$ cat config.mk
export PLATFORM = sky130hd
export DESIGN_NAME = lcd_ctrl_top
export DESIGN_NICKNAME = d
export VERILOG_FILES = /design/src/source/lcd_pkg.sv /design/src/source/axil_lcd_regs.sv /design/src/source/lcd_bus_writer.sv /design/src/source/lcd_cmd_fifo.sv /design/src/source/lcd_ctrl_top.sv
export SDC_FILE = /design/constraint.sdc
export NUM_CORES = 1
export LEC_CHECK = 0
export ABC_AREA = 1
export ABC_CLOCK_PERIOD_IN_PS = 5350
export BUFFER_PORTS_ARGS = -buffer_cell sky130_fd_sc_hd__clkbuf_2
export CORE_AREA = 10 10 137 139
export DETAILED_ROUTE_END_ITERATION = 7
export DIE_AREA = 0 0 147 149
export SYNTH_ARGS = -nofsm -noshare
export SYNTH_HDL_FRONTEND = slang
export SYNTH_HIERARCHICAL = 1
export SYNTH_SLANG_ARGS = --single-unit
$ cat constraint.sdc
create_clock -name hwclk -period 5.35 [get_ports hwclk]
set_input_delay 0.2675 -clock hwclk [delete_from_list [all_inputs] [get_ports hwclk]]
set_output_delay 0.2675 -clock hwclk [all_outputs]
set_load 0.005 [all_outputs]
$ cat src/source/lcd_pkg.sv
package lcd_pkg;

  // axi4-lite port geometry
  localparam int AXIL_ADDR_W = 4;
  localparam int AXIL_DATA_W = 32;

  // command queue geometry
  localparam int FIFO_DEPTH = 8;
  // counts 0..FIFO_DEPTH inclusive
  localparam int FIFO_LVL_W = 4;

  typedef logic [AXIL_ADDR_W-1:0] axil_addr_t;
  typedef logic [AXIL_DATA_W-1:0] axil_data_t;
  typedef logic [1:0]             axil_resp_t;

  // panel byte and queue entry
  typedef logic [7:0] lcd_byte_t;
  // bit 8 set means data, clear means command
  typedef logic [8:0] lcd_item_t;

  // strobe phase length in hwclk cycles
  typedef logic [3:0]            wr_width_t;
  typedef logic [FIFO_LVL_W-1:0] fifo_lvl_t;

  // register map offsets
  localparam axil_addr_t REG_CMD    = 4'h0;
  localparam axil_addr_t REG_DATA   = 4'h4;
  localparam axil_addr_t REG_STATUS = 4'h8;
  localparam axil_addr_t REG_TIMING = 4'hC;

  localparam wr_width_t WR_CYCLES_RST = 4'd2;

  // axi response codes
  localparam axil_resp_t RESP_OKAY   = 2'b00;
  localparam axil_resp_t RESP_SLVERR = 2'b10;

  // 8080 write sequencer states
  typedef enum logic [1:0] {
    IDLE,
    LOAD,
    STROBE_LO,
    STROBE_HI
  } bus_state_t;

endpackage

$ cat src/source/axil_lcd_regs.sv
`timescale 1ns/1ps

module axil_lcd_regs
  import lcd_pkg::*;
(
  input  logic       hwclk,
  input  logic       reset,
  // write address / data / response
  input  logic       awvalid,
  output logic       awready,
  input  axil_addr_t awaddr,
  input  logic       wvalid,
  output logic       wready,
  input  axil_data_t wdata,
  output logic       bvalid,
  input  logic       bready,
  output axil_resp_t bresp,
  // read address / data
  input  logic       arvalid,
  output logic       arready,
  input  axil_addr_t araddr,
  output logic       rvalid,
  input  logic       rready,
  output axil_data_t rdata,
  output axil_resp_t rresp,
  // queue side
  output logic       push,
  output lcd_item_t  push_item,
  input  logic       full,
  input  logic       empty,
  input  fifo_lvl_t  level,
  // bus writer side
  input  logic       active,
  output wr_width_t  wr_width
);

  logic       aw_is_cmd;
  logic       aw_is_data;
  logic       aw_is_timing;
  logic       aw_is_queue;
  logic       wr_hs;
  logic       rd_hs;
  logic       busy;
  axil_data_t status_word;

  // decode straight off awaddr, master holds it until the handshake
  assign aw_is_cmd    = (awaddr == REG_CMD);
  assign aw_is_data   = (awaddr == REG_DATA);
  assign aw_is_timing = (awaddr == REG_TIMING);
  assign aw_is_queue  = aw_is_cmd || aw_is_data;

  // address and data accepted in the same cycle
  assign wready = awready;
  assign wr_hs  = awvalid && awready && wvalid && wready;

  // one queue push per accepted cmd/data write
  assign push      = wr_hs && aw_is_queue;
  assign push_item = {aw_is_data, wdata[7:0]};

  // single outstanding read
  assign arready = !rvalid;
  assign rd_hs   = arvalid && arready;

  // anything queued or still on the panel bus
  assign busy = !empty || active;

  // full bit0, empty bit1, busy bit2, level 11:8
  assign status_word = {{(AXIL_DATA_W-12){1'b0}}, level, 5'b0_0000, busy, empty, full};

  always_ff @(posedge hwclk, posedge reset) begin
    if (reset) begin
      awready  <= 1'b0;
      bvalid   <= 1'b0;
      wr_width <= WR_CYCLES_RST;
    end else begin
      // one-cycle ready pulse, no response pending
      // full queue stalls only cmd/data writes
      awready <= awvalid && wvalid && !awready && !bvalid && (!full || !aw_is_queue);

      if (wr_hs) begin
        bvalid <= 1'b1;
      end else if (bvalid && bready) begin
        bvalid <= 1'b0;
      end

      // zero width would never strobe, clamp to 1
      if (wr_hs && aw_is_timing) begin
        if (wdata[3:0] == 4'd0) begin
          wr_width <= wr_width_t'(1);
        end else begin
          wr_width <= wdata[3:0];
        end
      end
    end
  end

  // write response code
  // status is read only, so a write there is an error too
  always_ff @(posedge hwclk) begin
    if (wr_hs) begin
      if (aw_is_queue || aw_is_timing) begin
        bresp <= RESP_OKAY;
      end else begin
        bresp <= RESP_SLVERR;
      end
    end
  end

  always_ff @(posedge hwclk, posedge reset) begin
    if (reset) begin
      rvalid <= 1'b0;
    end else if (rd_hs) begin
      rvalid <= 1'b1;
    end else if (rvalid && rready) begin
      rvalid <= 1'b0;
    end
  end

  // read data captured at address accept
  always_ff @(posedge hwclk) begin
    if (rd_hs) begin
      case (araddr)
        REG_STATUS: begin
          rdata <= status_word;
          rresp <= RESP_OKAY;
        end
        REG_TIMING: begin
          rdata <= axil_data_t'(wr_width);
          rresp <= RESP_OKAY;
        end
        // cmd/data are write only, rest unmapped
        default: begin
          rdata <= '0;
          rresp <= RESP_SLVERR;
        end
      endcase
    end
  end

  // responses held until taken
  a_bvalid_hold: assert property (@(posedge hwclk) disable iff (reset)
    bvalid && !bready |=> bvalid);
  a_rvalid_hold: assert property (@(posedge hwclk) disable iff (reset)
    rvalid && !rready |=> rvalid);

endmodule

$ cat src/source/lcd_bus_writer.sv
`timescale 1ns/1ps

module lcd_bus_writer
  import lcd_pkg::*;
(
  input  logic      hwclk,
  input  logic      reset,
  input  logic      empty,
  input  lcd_item_t pop_item,
  output logic      pop,
  input  wr_width_t wr_width,
  output logic      active,
  output lcd_byte_t lcd_data,
  output logic      wrx,
  output logic      csx,
  output logic      dcx
);

  bus_state_t state;
  bus_state_t state_n;
  // counts 1..width_q within a strobe phase
  wr_width_t  cnt;
  wr_width_t  cnt_n;
  // width latched per item
  wr_width_t  width_q;
  lcd_item_t  item_q;
  logic       phase_done;

  assign phase_done = (cnt == width_q);

  always_comb begin
    state_n = state;
    cnt_n   = cnt;
    pop     = 1'b0;
    case (state)
      IDLE: begin
        if (!empty) begin
          pop     = 1'b1;
          state_n = LOAD;
        end
      end
      // setup cycle, cs low and data/dc driven
      LOAD: begin
        state_n = STROBE_LO;
        cnt_n   = wr_width_t'(1);
      end
      STROBE_LO: begin
        if (phase_done) begin
          state_n = STROBE_HI;
          cnt_n   = wr_width_t'(1);
        end else begin
          cnt_n = cnt + 1'b1;
        end
      end
      STROBE_HI: begin
        if (phase_done) begin
          // back to back items keep cs low
          if (!empty) begin
            pop     = 1'b1;
            state_n = LOAD;
          end else begin
            state_n = IDLE;
          end
        end else begin
          cnt_n = cnt + 1'b1;
        end
      end
      default: state_n = IDLE;
    endcase
  end

  always_ff @(posedge hwclk, posedge reset) begin
    if (reset) begin
      state <= IDLE;
      cnt   <= '0;
    end else begin
      state <= state_n;
      cnt   <= cnt_n;
    end
  end

  // item taken with the pop, width sampled in LOAD
  always_ff @(posedge hwclk) begin
    if (pop) begin
      item_q <= pop_item;
    end
    if (state == LOAD) begin
      width_q <= wr_width;
    end
  end

  // panel pins, strobe low only in STROBE_LO
  assign lcd_data = item_q[7:0];
  assign dcx      = item_q[8];
  assign wrx      = (state != STROBE_LO);
  assign csx      = (state == IDLE);
  assign active   = (state != IDLE);

  // panel latches on wrx rise, bus must hold through it
  a_bus_stable: assert property (@(posedge hwclk) disable iff (reset)
    !wrx |=> $stable(lcd_data) && $stable(dcx));

endmodule

$ cat src/source/lcd_cmd_fifo.sv
`timescale 1ns/1ps

module lcd_cmd_fifo
  import lcd_pkg::*;
(
  input  logic      hwclk,
  input  logic      reset,
  input  logic      push,
  input  lcd_item_t push_item,
  input  logic      pop,
  output lcd_item_t pop_item,
  output logic      full,
  output logic      empty,
  output fifo_lvl_t level
);

  // storage, no reset needed
  lcd_item_t mem [FIFO_DEPTH];

  // depth is a power of two, pointers wrap on their own
  logic [$clog2(FIFO_DEPTH)-1:0] wr_ptr;
  logic [$clog2(FIFO_DEPTH)-1:0] rd_ptr;

  assign full  = (level == fifo_lvl_t'(FIFO_DEPTH));
  assign empty = (level == '0);

  // head visible without popping
  assign pop_item = mem[rd_ptr];

  always_ff @(posedge hwclk) begin
    if (push) begin
      mem[wr_ptr] <= push_item;
    end
  end

  always_ff @(posedge hwclk, posedge reset) begin
    if (reset) begin
      wr_ptr <= '0;
      rd_ptr <= '0;
      level  <= '0;
    end else begin
      if (push) begin
        wr_ptr <= wr_ptr + 1'b1;
      end
      if (pop) begin
        rd_ptr <= rd_ptr + 1'b1;
      end
      // simultaneous push and pop leaves level alone
      case ({push, pop})
        2'b10:   level <= level + 1'b1;
        2'b01:   level <= level - 1'b1;
        default: level <= level;
      endcase
    end
  end

  // both neighbours must respect the flags
  a_no_overflow:  assert property (@(posedge hwclk) disable iff (reset) push |-> !full);
  a_no_underflow: assert property (@(posedge hwclk) disable iff (reset) pop |-> !empty);

endmodule

$ cat src/source/lcd_ctrl_top.sv
`timescale 1ns/1ps

module lcd_ctrl_top
  import lcd_pkg::*;
(
  input  logic       hwclk,
  input  logic       reset,
  input  logic       awvalid,
  output logic       awready,
  input  axil_addr_t awaddr,
  input  logic       wvalid,
  output logic       wready,
  input  axil_data_t wdata,
  output logic       bvalid,
  input  logic       bready,
  output axil_resp_t bresp,
  input  logic       arvalid,
  output logic       arready,
  input  axil_addr_t araddr,
  output logic       rvalid,
  input  logic       rready,
  output axil_data_t rdata,
  output axil_resp_t rresp,
  // 8080 panel pins, rdx tied off outside
  output lcd_byte_t  lcd_data,
  output logic       wrx,
  output logic       csx,
  output logic       dcx
);

  // regs to queue
  logic      push;
  lcd_item_t push_item;
  logic      full;
  logic      empty;
  fifo_lvl_t level;
  // queue to bus writer
  logic      pop;
  lcd_item_t pop_item;
  // bus writer status and config
  logic      active;
  wr_width_t wr_width;

  axil_lcd_regs u_regs (
    .hwclk, .reset,
    .awvalid, .awready, .awaddr,
    .wvalid, .wready, .wdata,
    .bvalid, .bready, .bresp,
    .arvalid, .arready, .araddr,
    .rvalid, .rready, .rdata, .rresp,
    .push, .push_item,
    .full, .empty, .level,
    .active, .wr_width
  );

  lcd_cmd_fifo u_fifo (
    .hwclk, .reset,
    .push, .push_item,
    .pop, .pop_item,
    .full, .empty, .level
  );

  lcd_bus_writer u_writer (
    .hwclk, .reset,
    .empty, .pop_item, .pop,
    .wr_width, .active,
    .lcd_data, .wrx, .csx, .dcx
  );

endmodule

==> metrics.txt <==
# TYPE chip_impl_metric gauge
chip_impl_info{name="result_of_the_run",value="complete, no violations"} 1
chip_impl_info{name="global_route.peak_usage_layer",value="met2"} 1
chip_impl_info{name="cts_tree",value="yes"} 1
chip_impl_metric{name="numClockSinks",unit=""} 118
chip_impl_info{name="crit_path_start",value="u_fifo/level[0]"} 1
chip_impl_info{name="crit-reg2reg-launch",value="u_fifo/level[0]"} 1
chip_impl_metric{name="globalRouteOverflowTotal",unit=""} 0
chip_impl_metric{name="final_layout_size_suffix_gt1_frac",unit=""} 0.188
chip_impl_metric{name="drv_slew",unit=""} 0
chip_impl_metric{name="internal_power",unit="mW"} 2.26
chip_impl_metric{name="power.ir.vdd_worst",unit="V"} 0.000210
chip_impl_metric{name="worst_r2r_path_depth",unit=""} 14
chip_impl_metric{name="post_route_clock_period_utilization",unit=""} 0.504
chip_impl_metric{name="drt_iter0_markers",unit=""} 276
chip_impl_metric{name="insertion_delay",unit="ns"} 0.41
chip_impl_info{name="rsz0062_at_grt",value="no"} 1
chip_impl_metric{name="power.share.combinational",unit=""} 0.280
chip_impl_metric{name="worst_setup_hold_path_clk_slew",unit="ns"} 0.06
chip_impl_metric{name="p_switching",unit="mW"} 1.16
chip_impl_metric{name="synthToLayoutAreaGrowth",unit="%"} 16.5
chip_impl_metric{name="placed_area",unit="mm²"} 0.00575
chip_impl_metric{name="grt_start_max_net_pins",unit=""} 40
chip_impl_metric{name="setup_total_negative_slack",unit="ns"} 0
chip_impl_metric{name="yosysWarningCount",unit=""} 6
chip_impl_metric{name="grt_use_met1",unit=""} 0.119
chip_impl_info{name="synth.area.top_cells",value="edfxtp_1, dfrtp_1, nand2_1, buf_4, nor2_1"} 1
chip_impl_metric{name="synthCells",unit=""} 519
chip_impl_metric{name="die_area",unit="mm²"} 0.0219
chip_impl_info{name="holdCritStartpoint",value="bready"} 1
chip_impl_metric{name="antenna_found_initial",unit=""} 0
chip_impl_info{name="reg2reg_to",value="u_fifo/level[2]"} 1
chip_impl_metric{name="async_flop_share",unit=""} 0.195
chip_impl_metric{name="place.gp.congestion",unit=""} 0.808
chip_impl_info{name="slowest_stage",value="dfrtp_1"} 1
chip_impl_metric{name="floorplan.die.height",unit="µm"} 149
chip_impl_metric{name="routed_wirelength",unit="µm"} 11200
chip_impl_metric{name="ys_seq_elements",unit=""} 118
chip_impl_info{name="critical_path.cell_chain",value="or2_2 -> nor3_1 -> inv_1 -> nand2_1 -> a21oi_1 -> buf_4 -> ha_1 -> nand2_1 -> inv_1 -> nor2_1 -> ha_1 -> a21oi_1 -> a21oi_1 -> o22ai_1"} 1
chip_impl_metric{name="detail_route.vias_per_cell",unit=""} 4.48
chip_impl_metric{name="critical_path.max_stage_delay",unit="ns"} 0.44
chip_impl_metric{name="synthDominantCellAreaShare",unit=""} 0.520
chip_impl_metric{name="critical_path_buf_inv_count",unit=""} 3
chip_impl_info{name="synth_top_cell_by_area",value="edfxtp_1"} 1
chip_impl_metric{name="met2_usage",unit=""} 0.173
chip_impl_metric{name="drc",unit=""} 0
chip_impl_metric{name="worst-path-max-fanout",unit=""} 14
chip_impl_metric{name="synthDistinctLibCells",unit=""} 36
chip_impl_metric{name="first_pass_grt_wire_length",unit="µm"} 18200
chip_impl_metric{name="pwr_density_cell",unit="mW/mm²"} 536
chip_impl_metric{name="p_leak",unit="nW"} 2.67
chip_impl_metric{name="timing.final.hold_violations",unit=""} 0
chip_impl_metric{name="number_of_global_route_vias_before_repair",unit=""} 3566
chip_impl_metric{name="cts_setup_buffers",unit=""} 0
chip_impl_metric{name="r2r_setup_slack",unit="ns"} 2.65
chip_impl_metric{name="synth_edf_count",unit=""} 95
chip_impl_metric{name="grt_usage",unit=""} 0.105
chip_impl_metric{name="worst-endpoint-arrival",unit="ns"} 2.99
chip_impl_metric{name="horizontal_die_dimension",unit="µm"} 147
chip_impl_metric{name="netSwitchingFraction",unit=""} 0.340
chip_impl_metric{name="nNetsFinal",unit=""} 624
chip_impl_metric{name="critical_path_required",unit="ns"} 5.64
chip_impl_metric{name="synth.avg_cell_area",unit="µm²"} 10.6
chip_impl_metric{name="fin_worst_skew",unit="ns"} 0.00944
chip_impl_metric{name="routed-via-count",unit=""} 3583
chip_impl_metric{name="cts_max_path_buffers",unit=""} 2
chip_impl_metric{name="antenna_left",unit=""} 0
chip_impl_info{name="top_delay_family_on_crit_path",value="simple AND/OR/NAND/NOR gates"} 1
chip_impl_metric{name="synth.yosys.seq_area_share",unit=""} 0.625
chip_impl_metric{name="portBuffers",unit=""} 48
chip_impl_info{name="clk_root_buffer_cell",value="clkbuf_16"} 1
chip_impl_metric{name="core_region",unit="mm²"} 0.0162
chip_impl_info{name="path_class",value="register to register"} 1
chip_impl_metric{name="share_seq_of_total_power",unit=""} 0.370
chip_impl_info{name="worstHoldEndpoint",value="u_regs/bvalid"} 1
chip_impl_metric{name="grtUsageMet3",unit=""} 0.0422
chip_impl_metric{name="routed_wire_length_per_instance",unit="µm"} 14.1
chip_impl_metric{name="setup_violations",unit=""} 0
chip_impl_metric{name="fin_crit",unit="ns"} 2.70
chip_impl_metric{name="timing_worst_slew_pin_value",unit="ns"} 1.21
chip_impl_info{name="crit_top_cell",value="a21oi_1"} 1
chip_impl_metric{name="maxCapViolCount",unit=""} 0
chip_impl_metric{name="top_level_ports",unit=""} 99
chip_impl_metric{name="depth_of_the_worst_hold_timing_path",unit=""} 2
chip_impl_metric{name="postLayoutCellArea",unit="mm²"} 0.00639
chip_impl_metric{name="drt-pass1-iter-count",unit=""} 6
chip_impl_metric{name="max_slew_headroom",unit=""} 0.194
chip_impl_metric{name="cts_resized",unit=""} 0
chip_impl_metric{name="cts-buffers-inserted",unit=""} 17
chip_impl_metric{name="timing.fmax",unit="GHz"} 0.371
chip_impl_metric{name="fp-row-count",unit=""} 47
chip_impl_metric{name="clock_power_share",unit=""} 0.349
chip_impl_info{name="timing.critical_path.to_type",value="register"} 1
chip_impl_metric{name="dp.final_hpwl",unit="µm"} 7620
chip_impl_metric{name="cts-htree-levels",unit=""} 4
chip_impl_metric{name="synth.cell_area",unit="mm²"} 0.00549
chip_impl_info{name="timing.critical_path.from_type",value="register"} 1
chip_impl_metric{name="antenna-diode-count",unit=""} 0
chip_impl_info{name="top_flip_flop_cell_by_instance_count_after_synthesis",value="edfxtp_1"} 1
chip_impl_metric{name="initial_core_utilization",unit=""} 0.339
chip_impl_info{name="worstHoldPathType",value="input port to register"} 1
==> cells in the mapped netlist, types with 2 or more instances <==
| cell type | number |
|---|---|
| xor2_1 | 4 |
| o21ai_0 | 34 |
| buf_6 | 2 |
| a21oi_1 | 3 |
| inv_1 | 46 |
| o21ai_1 | 26 |
| clkbuf_2 | 2 |
| or2_2 | 2 |
| nand3_1 | 14 |
| nor2_1 | 76 |
| nand2_4 | 2 |
| xnor2_1 | 2 |
| o21ai_2 | 3 |
| nand2_2 | 7 |
| nor3_1 | 2 |
| edfxtp_1 | 95 |
| buf_4 | 38 |
| buf_2 | 5 |
| inv_2 | 3 |
| nand4_1 | 5 |
| ha_1 | 11 |
| o2111ai_1 | 2 |
| nor2_2 | 2 |
| nand2_1 | 98 |
| dfrtp_1 | 22 |
| nor2_4 | 3 |
==> cells in the final DEF, fill, tap and decap left out, types with 5 or more instances in the layout <==
| master | instances |
|---|---|
| o21ai_1 | 26 |
| nand4_1 | 5 |
| edfxtp_1 | 95 |
| clkbuf_16 | 17 |
| inv_1 | 46 |
| ha_1 | 11 |
| nand3_1 | 14 |
| nand2_1 | 98 |
| o21ai_0 | 34 |
| nand2_2 | 7 |
| dfrtp_1 | 22 |
| conb_1 | 26 |
| clkbuf_2 | 48 |
| nor2_1 | 76 |
==> state kept, by name, indices dropped and copies added (netlist names), 2 cells and up <==
name              cells
u_fifo/rd_ptr         3
u_writer/state        2
u_regs/wr_width       4
u_writer/item_q       9
u_fifo/wr_ptr         3
u_fifo/level          4
u_fifo/mem           72
u_writer/cnt          4
u_writer/width_q      4
u_regs/rdata          8
==> power by group through the flow <==
| stage | combinational (mW) | sequential [mW] | clock [mW] |
|---|---|---|---|
| finish | 0.960 | 1.27 | 1.20 |
| global route | 1.11 | 1.29 | 1.26 |
| CTS | 0.968 | 1.27 | 1.21 |
| detailed placement | 0.962 | 1.28 | 0 |
| global placement | 0.916 | 1.28 | 0 |
| floorplan | 0.792 | 1.22 | 0 |
==> worst max path at each step <==
stage / slack (ns) / depth (start not counted) / end
global route: 2.43 / 15 / u_fifo/level[2]
floorplan: 2.60 / 14 / u_fifo/level[2]
global placement: 2.78 / 7 / u_fifo/mem[4][6]
finish: 2.65 / 14 / u_fifo/level[2]
CTS: 2.63 / 5 / u_fifo/mem[4][1]
detailed placement: 2.63 / 7 / u_fifo/mem[4][5]
==> metrics by stage <==
stage | total power [mW] | hold WS, ns | utilization | setup WS (ns) | std cells
after floorplan | 2.01 | 0.0585 | - | 2.60 | 544
after global placement | 2.19 | 0.216 | 0.356 | 2.78 | 766
after detailed placement | 2.25 | 0.214 | 0.356 | 2.63 | 766
after CTS | 3.45 | 0.0114 | 0.395 | 2.63 | 799
after global routing | 3.65 | 0.0240 | 0.395 | 2.43 | 799
final | 3.42 | 0.0350 | 0.395 | 2.65 | 799
==> per-layer routing <==
metal | up-vias | part of all wire | routed length [µm]
li1 | 1756 | - | -
met1 | 1715 | 0.43 | 4830
met2 | 105 | 0.49 | 5470
met3 | 7 | 0.074 | 835
met4 | 0 | 0.0091 | 102
met5 | - | 0 | 0
==> cells by family after synthesis <==
family,after synthesis,share of synthesized area
and+or+nand+nor,215,0.171
DFF,118,0.625
buffers and inverters,98,0.0995
AOI/OAI and AO/OA,69,0.0666
adders and majority gates,11,0.0251
xor gates and xnor gates,6,0.00958
other,1,0.000684
muxes,1,0.00205
==> timing repair <==
action                                  in CTS  in global routing
endpoints found under the hold margin       22                  0
hold buffers                                 1                  0
endpoints found under the setup margin       0                  0
==> layout make-up <==
cell class	instances	area (µm²)
clock buffers	17	425
repair buffers	51	265
multi-input cells	328	1600
fillers	1515	9780
well taps	220	275
flip-flops and latches	118	3430
inverters	50	188
clock inverters	15	204
Power figures use the tool's default switching activity.
